[src/round_counter.sv]
`timescale 1ns/1ps

module round_counter #(
    parameter int P_MAX_ROUNDS = 8
) (
    input  logic i_clk,
    input  logic i_rst,
    input  logic i_clear,
    input  logic i_step,
    output logic o_at_limit
);

    localparam int CNT_W = $clog2(P_MAX_ROUNDS + 1);

    logic [CNT_W-1:0] r_cnt;

    // saturates at the limit
    always_ff @(posedge i_clk or posedge i_rst) begin
        if (i_rst) begin
            r_cnt <= '0;
        end else if (i_clear) begin
            r_cnt <= '0;
        end else if (i_step && !o_at_limit) begin
            r_cnt <= r_cnt + 1'b1;
        end
    end

    assign o_at_limit = (r_cnt >= CNT_W'(P_MAX_ROUNDS));

endmodule

[config.mk]
export PLATFORM = sky130hd
export DESIGN_NAME = round_counter
export DESIGN_NICKNAME = d
export VERILOG_FILES = /design/src/round_counter.sv
export SDC_FILE = /design/constraint.sdc
export NUM_CORES = 1
export LEC_CHECK = 0
export ABC_AREA = 0
export BUFFER_PORTS_ARGS = -buffer_cell sky130_fd_sc_hd__buf_2
export CORE_AREA = 3 3 40 42
export CTS_CLUSTER_DIAMETER = 50
export DETAILED_ROUTE_END_ITERATION = 10
export DIE_AREA = 0 0 43 45
export GPL_TIMING_DRIVEN = 1
export PLACE_DENSITY_LB_ADDON = 0.08
export SYNTH_ARGS = -nofsm -noshare
export SYNTH_HDL_FRONTEND = slang
export SYNTH_SLANG_ARGS = --single-unit
[constraint.sdc]
create_clock -name i_clk -period 1.3 [get_ports i_clk]
set_input_delay 0.065 -clock i_clk [delete_from_list [all_inputs] [get_ports i_clk]]
set_output_delay 0.065 -clock i_clk [all_outputs]
set_load 0.05 [all_outputs]
# Yosys cells after proc, flatten, opt, wreduce, memory -nomap -nowiden
# Cells that the tools add are included.
word_totals:
  register_bits: 4
  latchBits: 0
  mem_bits_rw: 0
  romBits: 0
  inputBits: 4
  out_inout_bits: 1
  wordCells: 8
  memories: 0
op_classes:
  n_addsub: 1
  n_mul: 0
  n_div: 0
  n_lt_le_gt_ge: 1
  eq_ne: 0
  n_shift: 0
  mux: 2
  bitwise: 0
  n_reduce_logical: 3
op_table:
  columns: ["op", "count"]
  rows:
  - ["2-to-1 mux 4 bit", 2]
  - ["adder 4 x 1 -> 4 bit (second input constant)", 1]
  - [">= comparator 4 bit (second input constant)", 1]
  - ["nonzero test 2 bit", 1]
  - ["logical AND 1 bit", 1]
  - ["logical NOT 1 bit", 1]

# Depth between registers and ports, before layout
depth:
  depth_word: 5
  ltp_mapped: 4
  depth_no_buf: 4

# Worst setup path after synthesis
# OpenSTA, ideal clock, no wires.
synth_timing:
  path_type: "reg-to-reg"
  startpoint: "register r_cnt[0]"
  endpoint: "register r_cnt[1]"
  setup_time_ns: 0.118
  arrival_ns: 0.857
  t_required_ns: 1.182
  setup_slack_ns: 0.324
  stages_incl_launch_ff: 5
  path_buffers: 0
  synth_period_minus_slack_ns: 0.976
  cell_sequence: "dfrtp_1 inv_1 ha_1 mux2i_1 nor2_1"
synth_between:
  elab_chain_cells: 4
  elab_cells_between_ends: 7
  cone_classes: "1 x add/sub; 1 x order compare; 2 x mux; 3 x reduce/logical"
synth_lines:
  columns: ["item", "line", "rtl"]
  rows:
  - ["start: declaration", "15", "logic [CNT_W-1:0] r_cnt;"]
  - ["start signal: assignment", "24", "r_cnt <= r_cnt + 1'b1;"]
  - [">= comparator 4 bit", "28", "assign o_at_limit = (r_cnt >= CNT_W'(P_MAX_ROUNDS));"]
  - ["logical NOT 1 bit", "23", "end else if (i_step && !o_at_limit) begin"]
  - ["logical AND 1 bit", "23", null]
  - ["nonzero test 2 bit (no line)", null, null]
# Several ways; a longest one is shown, not always the timed one. The select of a mux whose other input is x is not followed.
# A chain may end at the register's enable or synchronous reset.

# Final worst setup path
layout_timing:
  startpoint: "register r_cnt[0]"
  endpoint: "register r_cnt[2]"
# The elaborated chain is that of the path after synthesis.

==> impl_metrics.yaml <==
sta:
  finalSetupViolations: 0
  grt_setup_unrepaired: "false"
  period_minus_slack_ns: 1.056
  tightest_slew_ns: 0.2495
  maxSlewViolCount: 0
  post-route-period-util_pct: 81.20
  hold_ws_ns: 0.04303
  finalHoldViolCount: 0
  fin_worst_skew_ns: 0.0005092
  setup_slack_ns: 0.2444
  maxSlewHeadroom_pct: 83.48
  fmax_mhz: 947.3
  tns_ns: 0
setup_path:
  critical_path_class: "flip-flop to flip-flop"
  end_kind: "flip-flop"
  critPathTopFamily: "flip-flops"
  crit_chain: "ha_1 -> nand3b_1 -> xor2_1 -> nor2_1"
  crit_buf_inv: 0
  cp.required_ns: 1.42
  crit_arrival_ns: 1.17
  crit_path_start_kind: "flip-flop"
  critPathSlowestCell: "dfrtp_1"
  cp_max_fo: 4
  cpPeakStageDelay_ns: 0.41
floorplan:
  io-pin-count: 5
  core-area_um2: 1285
  dieHeight_um: 45
  dieArea_um2: 1935
  rows: 13
  start_util_pct: 16.55
  die_w_um: 43
clock_network:
  cts_max_level: 1
  cts_tree: "yes"
  path_clk_slew_ns: 0.04
  cts_setup_buffers: 0
  hold_buffers: 1
  cts_root_buf: "clkbuf_4"
  cts-buffers-inserted: 3
  cts.sinks: 4
  cts-resized-gates: 0
  clockBufferDepth: 2
  clk_latency_ns: 0.23
layout:
  final_cell_mix: "nor2_1, buf_2, dfrtp_1"
  diodes: 0
  utilization_pct: 21.81
  fillers: 140
  reg_top3: "r_cnt x4"
  largest_reg_flops: 4
  postLayoutCellArea_um2: 280.3
  drive_gt1_share_pct: 29.63
  fin_nets: 35
  syn2layout_area_growth_pct: 31.76
  regMostFlops: "r_cnt"
global_route:
  gr-total-overflow: 0
  track_usage_pct: 4.264
  grt_pass1_wl_um: 579
  grt_antenna_before_repair: 0
  grt_max_degree: 5
  grt_pass1_vias: 151
pwr:
  p_leak_nw: 0.1445
  peakVddDrop_mv: 0.4181
  pwr_density_cell_nw_per_um2: 1149
synth:
  syn_nets: 26
  ys_types: 11
  syn_area_um2: 212.7
  ys_seq_area_share_pct: 47.06
  synthTopCellsByArea: "dfrtp_1, ha_1, nor2_1"
  synth_top_area_share_pct: 47.06
  synthCells: 20
  yosysTopAreaCell: "dfrtp_1"
  avgSynthCellArea_um2: 10.64
  synth-seq-cells: 4
  ys_warn_count: 0
detailed_routing:
  vias: 145
  routed_wl_um: 358
  antenna_left: 0
  drcViolationCount: 0
  viasPerCell: 3.452
  drt_iter0_drc: 0
  wire_per_inst_um: 8.524
  drtPass1Iterations: 1
worst_hold_path:
  hp-class: "primary input to flip-flop"
placement:
  io_buffers: 4
  dpl-instance-area_um2: 247.7
  place.gp.congestion: 0.7237
  pre_cts_slack_ns: 0.2524
status:
  outcome: "finished, final reports clean"
job:
  max-cap-violations: 0
final timing paths:
check / from / to / slack [ns] / depth (start not counted)
max: r_cnt[0] / r_cnt[2] / 0.24 / 4
min: i_clear / r_cnt[0] / 0.04 / 2
max reg2reg: r_cnt[0] / r_cnt[2] / 0.24 / 4
min reg2reg: r_cnt[2] / r_cnt[2] / 0.55 / 2
max in group asynchronous: i_rst / r_cnt[2] / 0.90 / 3
min in group asynchronous: i_rst / r_cnt[0] / 0.26 / 3
metal layers:
metal,global-route usage (%),wire length (um)
met1,4.390,159
met2,5.988,182
met3,1.594,17
met4,5.422,0
met5,0,0
power breakdown:
part           switching (mW)  internal [mW]  total [mW]
Combinational          0.0151         0.0173      0.0324
Clock                  0.0477          0.103       0.151
Sequential            0.00709          0.132       0.139
stage by stage:
stage               std cells  total power, mW
floorplan                  20           0.1598
global placement           38           0.1714
detailed placement         38           0.1709
CTS                        42           0.3318
global route               42           0.3418
finish                     42           0.3219
cell usage after synthesis, drive strengths merged:
cell	instances
nand3b	1
mux2i	1
nor2b	1
clkbuf	1
nor2	4
inv	3
xor2	1
xnor2	1
a41oi	1
ha	2
dfrtp	4
cells by family (layout without fill, tap and decap cells):
group / Yosys count / after routing / synth area share (%)
and+or+nand+nor: 6 / 6 / 17.06
DFF: 4 / 4 / 47.06
buffers and inverters: 4 / 11 / 7.057
adders and majority gates: 2 / 2 / 11.76
xor gates and xnor gates: 2 / 2 / 8.237
AOI/OAI and AO/OA: 1 / 1 / 4.118
muxes: 1 / 1 / 4.706
layout make-up:
| class | instances | area [um^2] | area share [%] |
|---|---|---|---|
| inverter | 3 | 11.26 | 4.018 |
| tap | 15 | 18.77 | 6.696 |
| sequential | 4 | 100.1 | 35.71 |
| timing repair buffer | 5 | 30.03 | 10.71 |
| multi-input combinational | 12 | 97.59 | 34.82 |
| clock buffer | 3 | 22.52 | 8.036 |
Note: power is estimated with default switching activity, not from simulation.
