$ cat src/osw_pkg.sv
package osw_pkg;

    ////////////////////////////////////////
    // switch dimensions
    ////////////////////////////////////////

    // 8x8 fabric, four 2x2 input switches, two 4x4 middle modules
    localparam int NUM_PORTS     = 8;
    localparam int NUM_SWITCHES  = 4;
    localparam int NUM_MID_PORTS = 4;

    localparam int DST_W = 3;
    localparam int MID_W = 2;

    ////////////////////////////////////////
    // vector types
    ////////////////////////////////////////

    typedef logic [DST_W-1:0] dst_t;
    typedef logic [MID_W-1:0] mid_port_t;

    // input 0 sits in the low field
    typedef logic [NUM_PORTS*DST_W-1:0] req_vec_t;

    // one mode bit per 2x2 switch
    typedef logic [NUM_SWITCHES-1:0] sw_vec_t;

    // one middle port per switch, switch 0 in the low field
    typedef logic [NUM_SWITCHES*MID_W-1:0] mid_req_t;

    ////////////////////////////////////////
    // switch modes
    ////////////////////////////////////////

    // bar: input 2k up, 2k+1 down; cross swaps them
    localparam logic SW_BAR   = 1'b0;
    localparam logic SW_CROSS = 1'b1;

endpackage

$ cat src/route_table.sv
`timescale 1ns/1ps

module route_table (
    input  logic                                        i_clk,
    input  logic                                        i_rst,
    input  logic                                        i_capture,
    input  osw_pkg::req_vec_t                           i_req,
    output osw_pkg::req_vec_t                           o_dst,
    output osw_pkg::mid_port_t [osw_pkg::NUM_PORTS-1:0] o_mid_port
);

    ////////////////////////////////////////
    // destination register
    ////////////////////////////////////////

    always_ff @(posedge i_clk or posedge i_rst) begin
        if (i_rst) begin
            o_dst <= '0;
        end else if (i_capture) begin
            o_dst <= i_req;
        end
    end

    ////////////////////////////////////////
    // middle port per input
    ////////////////////////////////////////

    // the middle module port is the destination without its lsb,
    // the lsb only picks the output switch leg
    for (genvar i = 0; i < osw_pkg::NUM_PORTS; i++) begin : g_mid
        osw_pkg::dst_t w_dst;

        assign w_dst         = o_dst[i*osw_pkg::DST_W +: osw_pkg::DST_W];
        assign o_mid_port[i] = w_dst[osw_pkg::DST_W-1 -: osw_pkg::MID_W];
    end

endmodule

$ cat config.mk
export PLATFORM = sky130hd
export DESIGN_NAME = route_table
export DESIGN_NICKNAME = d
export VERILOG_FILES = /design/src/osw_pkg.sv /design/src/route_table.sv
export SDC_FILE = /design/constraint.sdc
export NUM_CORES = 1
export LEC_CHECK = 0
export BUFFER_PORTS_ARGS = -buffer_cell sky130_fd_sc_hd__buf_2
export CAP_MARGIN = 20
export CORE_MARGIN = 8
export CORE_UTILIZATION = 44
export CTS_BUF_LIST = sky130_fd_sc_hd__clkbuf_8
export DETAILED_ROUTE_END_ITERATION = 10
export PLACE_DENSITY = 0.81
export RECOVER_POWER = 100
export SLEW_MARGIN = 20
export SYNTH_ARGS = -nofsm -noshare
export SYNTH_HDL_FRONTEND = slang
export SYNTH_SLANG_ARGS = --single-unit
$ cat constraint.sdc
create_clock -name i_clk -period 0.8 [get_ports i_clk]
set_input_delay 0.16 -clock i_clk [delete_from_list [all_inputs] [get_ports i_clk]]
set_output_delay 0.16 -clock i_clk [all_outputs]
set_load 0.1 [all_outputs]
Word level (Yosys, flattened, before mapping)
Index checks and enable logic that the tools add are counted.

Flip-flop bits (word level): 24. Input bits: 27. Output and inout port bits: 40. Word-level logic and storage cells: 1.

Depth between registers and ports, before layout
Depth in word-level cells: 0. Mapped depth: 3. Depth with buffers taken out: 1.

Worst setup path before layout
No wires, ideal clock.

Path kind: register to output. From: register o_dst[1]. To: output port o_mid_port[0] in the netlist's numbering. Arrival time: 1.340 ns. Data required time: 0.640 ns. Slack: -0.700 ns. Stages on the path, launching flop included: 2. Path buffers: 1. Cells stage by stage: dfrtp_1 buf_4.

RTL lines: start, declared (line route_table.sv:8) `output osw_pkg::req_vec_t o_dst,`; start signal, assigned (line route_table.sv:20) `o_dst <= i_req;`; end, declared (line route_table.sv:9) `output osw_pkg::mid_port_t [osw_pkg::NUM_PORTS-1:0] o_mid_port`.

No word-level cell between the ends.

Final worst setup path
From: register o_dst[11]. To: output port o_dst[11].

No word-level cell between the ends.

==> results.json <==
{
  "ys_warn_count": 0,
  "hold_depth": 2,
  "outcome": "complete, but fails checks",
  "ys_top_cells_by_area": "dfrtp_1 (54%), mux2_4 (27%), buf_4 (11%)",
  "syn-num-nets": 95,
  "ir_drop_v": 0.00210,
  "antennaDiodeCount": 0,
  "top_register": "o_dst",
  "r2r_end": "o_dst[20]$_DFFE_PP0P_",
  "drive_gt1_share_pct": 98.4,
  "cts_buffers": 3,
  "ant_nets": 0,
  "max_freq_mhz": 881,
  "root_buffer": "clkbuf_8",
  "grt_use_met1_pct": 16.0,
  "wl_per_cell_um": 20.2,
  "dpl.hpwl_um": 2550,
  "holdCritStartpoint": "i_req[2]",
  "clkSinkCount": 24,
  "syn_area_per_cell_um2": 16.5,
  "crit_family": "flip-flops",
  "report.final.slew_viol_count": 0,
  "netlist.area_leader.share_pct": 53.6,
  "start_kind": "flop",
  "areaGrowthSynthToFinish_pct": 93.6,
  "clk-insertion-delay-late_ps": 270,
  "die_area_um2": 4420,
  "path_class": "reg -> out",
  "worst_slew_pin_slew_ps": 218,
  "grtUsageMet3_pct": 4.70,
  "grt.total_usage_pct": 14.8,
  "via_per_inst": 4.62,
  "drcViolationCount": 0,
  "largest_reg_flops": 24,
  "p_leak_nw": 1.01,
  "yosysUniqueCellTypes": 7,
  "htreeDepth": 1,
  "slew_headroom_pct": 85.5,
  "power_density_nw_per_um2": 2380,
  "total_power_mw": 5.17,
  "rsz0062_at_grt": "yes",
  "grt-ovfl-total": 0,
  "worstPathCellList": "buf_12",
  "die_h_um": 66.5,
  "grt_pass1_vias": 847,
  "critPathSlowestCell": "dfrtp_4",
  "gp_congestion": 0.691,
  "routed_wl_um": 3170,
  "syn-cell-area_um2": 1120,
  "path_clk_slew_ps": 80,
  "reg_top3": "o_dst: 24 flops",
  "skew_ps": 0,
  "post-route-min-period_ps": 1130,
  "setup_viol": 64,
  "core_um2": 2450,
  "fin_crit_sh_pct": 142,
  "io_pins": 67,
  "first_pass_iters": 4,
  "synth_seq_cells": 24,
  "crit_path_end_kind": "output port",
  "hold_ws_ps": 117,
  "hold_end": "o_dst[2]$_DFFE_PP0P_",
  "busiest_layer": "met2",
  "grt_use_met2_pct": 27.1,
  "nNetsFinal": 156,
  "path_max_fanout": 3,
  "ys_seq_area_share_pct": 53.6,
  "clockBufferDepth": 2,
  "grt_max_degree": 25,
  "worstPathRequired_ps": 640,
  "port_buffers": 66,
  "synth_top_cell_by_area": "dfrtp_1",
  "fin_ws_ps": -335,
  "grt_pass1_wl_um": 4870,
  "start_util_pct": 45.7,
  "rows": 18,
  "initialDrtViolationCount": 13,
  "rrSetupSlack_ps": -230,
  "die_w_um": 66.5,
  "reg2regPathDepth": 2,
  "slowest_delay_ps": 520,
  "antenna_found_initial": 0,
  "holdCritPathClass": "in -> reg",
  "drv_cap": 0,
  "hold_violations": 0,
  "regToRegStartpoint": "o_dst[20]$_DFFE_PP0P_",
  "violations": "negative setup slack",
  "arrival_ps": 970,
  "cts_tree": "yes",
  "netlist_instances": 68,
  "via_count": 726,
  "path_buf_inv": 1
}
-- metrics by stage --
step	utilization, %	cells	setup TNS (ps)	worst slack [ps]	instance area, µm²
final	88.4	157	-15700	-335	2170
after global routing	88.4	157	-16710	-353	2170
after CTS	88.2	156	-15800	-342	2160
after detailed placement	84.3	148	-4500	-175	2070
after global placement	84.3	148	-3940	-151	2070
after floorplan	-	68	-9180	-235	1300
-- metal layers --
metal / routed length, µm / part of all wire, %
met4: 7 / 0.22
met5: 0 / 0
met1: 1150 / 36
met2: 1820 / 57
met3: 192 / 6.1
-- report_power, final --
group	internal (mW)	switching [mW]
sequential	1.42	0.216
combinational	1.07	1.76
clock	0.337	0.377
-- layout make-up --
class                   count  area [µm²]
repair buffers             75        1050
flip-flops and latches     24         691
multi-input cells          24         349
fillers                    98         284
clock buffers               3        41.3
well taps                  30        37.5
inverters                   1        3.75
-- repair_timing --
item,in CTS,in global routing
buffers inserted,4,1
pin swaps,0,0
endpoints found under the setup margin,64,64
hold buffers,1,0
resized for setup,4,2
hold endpoints to repair,24,0
-- cells by family (layout without fill, tap and decap cells) --
| group | count (synthesis) | count (layout) | share of synthesized area (%) |
|---|---|---|---|
| flops | 24 | 24 | 53.6 |
| buf+inv | 20 | 79 | 15.6 |
| mux | 24 | 24 | 30.8 |
-- layout by cell type (no fill, tap or decap) --
cell type | Yosys | routed
buf_12 | 2 | 42
dlygate4sd3_1 | 0 | 1
inv_1 | 1 | 1
buf_6 | 1 | 6
clkbuf_8 | 0 | 3
dfrtp_4 | 0 | 24
mux2_2 | 4 | 3
buf_2 | 0 | 26
mux2_4 | 20 | 21
-- cells in the mapped netlist (all sizes together) --
cell   instances
dfrtp         24
mux2          24
buf           19
inv            1
-- worst max path at each step --
| stage | slack, ps | cells past startpoint | start | endpoint |
|---|---|---|---|---|
| after floorplan | -240 | 1 | o_dst[1]$_DFFE_PP0P_ | o_mid_port[0] |
| after global placement | -150 | 3 | i_capture | o_dst[11]$_DFFE_PP0P_ |
| after detailed placement | -180 | 3 | i_capture | o_dst[20]$_DFFE_PP0P_ |
| after CTS | -340 | 1 | o_dst[2]$_DFFE_PP0P_ | o_mid_port[1] |
| after global routing | -350 | 1 | o_dst[2]$_DFFE_PP0P_ | o_mid_port[1] |
| final | -330 | 1 | o_dst[11]$_DFFE_PP0P_ | o_dst[11] |
No activity file was read; power rests on OpenSTA's default activity.
