$ cat config.mk
export PLATFORM = sky130hd
export DESIGN_NAME = config_fsm
export DESIGN_NICKNAME = d
export VERILOG_FILES = /design/src/config_fsm.sv
export SDC_FILE = /design/constraint.sdc
export NUM_CORES = 1
export LEC_CHECK = 0
export ABC_CLOCK_PERIOD_IN_PS = 1100
export BUFFER_PORTS_ARGS = -buffer_cell sky130_fd_sc_hd__buf_4
export CAP_MARGIN = 10
export CORE_AREA = 2 2 39 41
export DETAILED_ROUTE_END_ITERATION = 7
export DIE_AREA = 0 0 41 43
export PLACE_DENSITY = 0.47
export RECOVER_POWER = 100
export SLEW_MARGIN = 20
export SYNTH_ARGS = -nofsm -noshare
export SYNTH_HDL_FRONTEND = slang
export SYNTH_SLANG_ARGS = --single-unit
$ cat constraint.sdc
create_clock -name i_clk -period 1.1 [get_ports i_clk]
set_input_delay 0.165 -clock i_clk [delete_from_list [all_inputs] [get_ports i_clk]]
set_output_delay 0.165 -clock i_clk [all_outputs]
set_load 0.02 [all_outputs]
$ cat src/config_fsm.sv
`timescale 1ns/1ps

module config_fsm (
    input  logic i_clk,
    input  logic i_rst,
    input  logic i_req_valid,
    input  logic i_conflict_free,
    input  logic i_at_limit,
    output logic o_capture,
    output logic o_init,
    output logic o_round_start,
    output logic o_clear,
    output logic o_step,
    output logic o_commit,
    output logic o_busy,
    output logic o_cfg_valid,
    output logic o_cfg_error
);

    typedef enum logic [2:0] {
        IDLE,
        CAPTURE,
        CHECK,
        REQUEST,
        UPDATE,
        DONE
    } state_t;

    state_t r_state;
    state_t w_next;

    logic w_ready;
    logic w_finish;

    ////////////////////////////////////////
    // state sequencing
    ////////////////////////////////////////

    // DONE already counts as not busy, so a new request may follow directly
    assign w_ready  = (r_state == IDLE) || (r_state == DONE);
    assign w_finish = i_conflict_free || i_at_limit;

    always_comb begin
        w_next = r_state;
        case (r_state)
            IDLE:    if (i_req_valid) w_next = CAPTURE;
            CAPTURE: w_next = CHECK;
            CHECK:   w_next = w_finish ? DONE : REQUEST;
            REQUEST: w_next = UPDATE;
            UPDATE:  w_next = CHECK;
            DONE:    w_next = i_req_valid ? CAPTURE : IDLE;
            default: w_next = IDLE;
        endcase
    end

    always_ff @(posedge i_clk or posedge i_rst) begin
        if (i_rst) begin
            r_state <= IDLE;
        end else begin
            r_state <= w_next;
        end
    end

    // limit hit without a clean upper module
    always_ff @(posedge i_clk or posedge i_rst) begin
        if (i_rst) begin
            o_cfg_error <= 1'b0;
        end else if (o_commit) begin
            o_cfg_error <= i_at_limit && !i_conflict_free;
        end
    end

    ////////////////////////////////////////
    // strobes
    ////////////////////////////////////////

    assign o_capture     = w_ready && i_req_valid;
    assign o_init        = (r_state == CAPTURE);
    assign o_clear       = (r_state == CAPTURE);
    assign o_round_start = (r_state == REQUEST);
    assign o_step        = (r_state == UPDATE);
    assign o_commit      = (r_state == CHECK) && w_finish;
    assign o_busy        = !w_ready;
    assign o_cfg_valid   = (r_state == DONE);

    a_cfg_valid_pulse: assert property (
        @(posedge i_clk) disable iff (i_rst)
        o_cfg_valid |=> !o_cfg_valid
    );

endmodule

After elaboration in Yosys (flattened, before gate mapping)

Index checks and enable logic that the tools add are counted.

Register bits: 4
Input port bits: 5
Output and inout bits: 9
Logic and storage cells: 21

Equality and inequality tests: 6
Multiplexer cells: 4
Reduce and logical (&&, ||, !) cells: 9

Operators by type and width:

| operator           | number |
|---|---|
| $pmux 3 s5         | 1 |
| $eq 3x2->1 const B | 2 |
| $eq 3x3->1 const B | 2 |
| $mux 3             | 2 |
| $eq 3x1->1 const B | 1 |
| $logic_and 1x1->1  | 3 |
| $logic_not 3->1    | 1 |
| $logic_not 1->1    | 2 |
| $logic_or 1x1->1   | 2 |
| $ne 2x2->1 const B | 1 |
| $reduce_or 2->1    | 1 |
| $mux 1             | 1 |

Depth between registers and ports, before layout

Depth in word-level cells: 3
Gate-level depth with buffers: 3
Gate-level depth less buffers: 3

Least setup slack after synthesis

Ideal clock, no wire load.

Path type: reg-to-output
From: reg r_state[2]
To: out o_capture
Arrival: 1157 ps
Data required time: 935 ps
Setup slack: -222 ps
Cell stages (with the launch flop): 4
Path buffers: 0
Cell sequence: dfrtp_1 and2_1 o21bai_1 nor2_1

Cells in the longest elaborated chain, start to end: 3
Elaborated cells between the ends (all ways): 4
Those cells by class: eq/ne: 1; reduce/logical: 3

Ends and longest elaborated chain:

| what                                                 | RTL line | text |
|---|---|---|
| start: declaration                                   | 29       | `state_t r_state;` |
| start signal: assignment                             | 60       | `r_state <= w_next;` |
| $eq 3x3->1 / $logic_not 3->1 (equally long branches) | 40       | `assign w_ready = (r_state == IDLE) \|\| (r_state == DONE);` |
| $logic_or 1x1->1 (*)                                 | 40       |  |
| $logic_and 1x1->1 (*)                                | 77       | `assign o_capture = w_ready && i_req_valid;` |
| end: declaration                                     | 9        | `output logic o_capture,` |

Every way passes the cells marked *; elsewhere a longest branch is shown, timed or not.

Final worst setup path

Ends and elaborated chain as after synthesis.

==> results.py <==
metrics = {
    "power_and_ir_drop": {
        "p_seq_share_pct": 23.5,
        "total_leakage_power_uw": 0.000236,
        "cellInternalPower_uw": 893,
        "power_density_mw_per_mm2": 3110,
        "power.switching_uw": 660,
        "power.share.clock_pct": 11.4,
        "p_comb_share_pct": 65.1,
        "switching_share_pct": 42.5,
        "ir_worst_vdd_uv": 883,
        "finalPower_uw": 1550,
    },
    "hold_path": {
        "worstHoldPathType": "input port to register",
    },
    "yosys": {
        "ys_types": 15,
        "yosysSeqAreaShare_pct": 41.7,
        "ys_ff_latch": 4,
        "synthesis.area_um2": 240,
        "synth_fp_nets": 34,
        "syn_avg_cell_area_um2": 8.28,
        "syn_inst": 29,
        "synth_warnings": 0,
    },
    "global_routing": {
        "grt_pass1_vias": 219,
        "track_usage_pct": 7.26,
        "antenna_found_initial": 0,
        "overflow": 0,
        "grt_pass1_wl_um": 834,
        "grt_max_degree": 8,
    },
    "worst_setup_path": {
        "crit_type": "register to output pin",
        "slowest_delay_ns": 0.45,
        "cp_cell_sequence": "and2_4, o21bai_4, nor2_2, buf_6",
        "cp.buffers_inverters": 1,
        "endpoint_kind": "output pin",
        "worstSetupStartpointType": "register",
        "cpMaxStageDelayCell": "dfrtp_2",
        "crit_family": "flip-flops",
        "critPathArrivalTime_ns": 1.15,
        "worstPathMaxFanout": 7,
        "cp.required_ns": 0.94,
    },
    "clocking": {
        "cts_made_buffers": 3,
        "insertion_delay_ns": 0.23,
        "root_buffer": "clkbuf_4",
        "path_clk_slew_ns": 0.04,
        "htreeDepth": 1,
        "tritoncts": "done",
        "cts_buffer_depth": 2,
        "cts.sink_count": 4,
    },
    "sta": {
        "slew_headroom_pct": 82.2,
        "setup_viol": 9,
        "hold_violations": 0,
        "worst_pin_slew_ns": 0.267,
        "holdWs_ns": 0.119,
        "fmax_ghz": 0.759,
        "period_share_pct": 120,
        "finalWorstSetupSlack_ns": -0.218,
        "slew_viol_final": 0,
        "period_needed_ns": 1.32,
        "fin_skew_ns": 0.00101,
        "rsz0062_at_grt": "yes",
    },
    "routing": {
        "vias": 271,
        "wire_per_inst_um": 8.64,
        "drt_first_iter_violations": 0,
        "detail-route-antenna-nets": 0,
        "via_per_inst": 4.11,
        "routed_wl_um": 570,
        "dr.pass1.iters": 1,
        "drcViolationCount": 0,
    },
    "die": {
        "start_util_pct": 17.4,
        "rows": 14,
        "die_w_um": 41,
        "die_area_mm2": 0.00176,
        "pin_count": 14,
        "die_y_um": 43,
        "core_area_mm2": 0.00138,
    },
    "cells_and_area": {
        "mostFrequentLayoutCells": "buf_4 (10), buf_6 (6), clkbuf_4 (4)",
        "utilization_pct": 36.1,
        "final_layout_size_suffix_gt1_share_pct": 70.0,
        "syn_to_final_growth_pct": 108,
        "instances_no_fill": 66,
        "layout_commonest_cell": "buf_4",
        "nets": 57,
        "fillCellCount": 160,
        "multi_input_area_um2": 178,
        "register_area_um2": 104,
        "diodes": 0,
    },
    "status": {
        "status": "complete, but fails checks",
        "violations": "setup timing",
    },
    "placement": {
        "gp_congestion": 0.604,
        "hpwlAfterDp_um": 423,
        "io_buffers": 13,
        "dp.cells": 59,
        "place_ws_ns": -0.00896,
    },
    "job": {
        "cap_violations": 0,
    },
}
==> path summary, 6_finish.rpt <==
kind,startpoint,endpoint,slack [ns],depth (start not counted)
max,r_state[2],o_capture,-0.22,4
min,i_conflict_free,o_cfg_error,0.12,2
max reg2reg,r_state[0],o_cfg_error,-0.08,5
min reg2reg,o_cfg_error,o_cfg_error,0.54,2
max in group asynchronous,i_rst,r_state[0],0.57,3
min in group asynchronous,i_rst,o_cfg_error,0.37,3
==> per-stage QoR <==
| stage | instance area [um2] | setup TNS [ns] |
|---|---|---|
| floorplan | 244 | -0.628 |
| global placement | 369 | 0 |
| detailed placement | 369 | -0.00896 |
| CTS | 428 | -1.60 |
| global route | 499 | -1.99 |
| finish | 499 | -1.53 |
==> state kept, by name, indices dropped and copies added (netlist names) <==
register and cells:
r_state 3, o_cfg_error 1
==> worst reg2reg max path: stages (launching register included) <==
cell	delay, ns
dfrtp_2	0.45
buf_6	0.15
buf_6	0.10
nor3b_2	0.18
a21oi_1	0.09
a21oi_1	0.13
==> power by group through the flow <==
stage / clock network, uW / logic [uW] / registers (uW)
after floorplan: 0 / 432 / 323
after global placement: 0 / 762 / 305
after detailed placement: 0 / 760 / 307
after CTS: 188 / 837 / 319
after global routing: 192 / 1100 / 385
final: 177 / 1010 / 365
==> cells in the mapped netlist, drive strengths merged <==
master / instances / area share [%]
nor3b: 3 / 14
nand3: 1 / 2.1
nor2: 5 / 7.8
and2: 1 / 2.6
o21ai: 1 / 2.1
buf: 1 / 3.1
nor3: 1 / 2.1
nand2b: 1 / 2.6
a21oi: 3 / 6.2
nand2: 3 / 4.7
dfrtp: 4 / 42
inv: 3 / 4.7
and3b: 1 / 3.6
o21bai: 1 / 3.1
==> routing by layer <==
layer | global-route usage (%) | vias up | wire, um
li1 | - | 139 | -
met1 | 9.12 | 125 | 223
met2 | 10.0 | 7 | 317
met3 | 1.57 | 0 | 29
met4 | 6.00 | 0 | 0
met5 | 0 | - | 0
==> area by class of cell <==
type                       instances  share of cell area, %
inverter                           3                   2.26
clock buffer                       3                   4.51
timing repair buffer              19                   32.8
multi-input combinational         21                   35.6
tap                               16                   4.01
sequential                         4                   20.8
==> logic make-up after synthesis <==
logic type,count (synthesis),synth area share (%)
AO/OA/AOI/OAI,5,11.5
AND/OR/NAND/NOR,16,39.1
flip-flops,4,41.7
buffers and inverters,4,7.81
==> what timing repair did <==
item	CTS	global route
hold endpoints to repair	4	0
endpoints found under the setup margin	8	9
gates cloned	0	0
hold buffers	1	0
setup buffers	1	2
pin swaps	2	2
resized for setup	6	16
No activity file was read; power rests on OpenSTA's default activity.
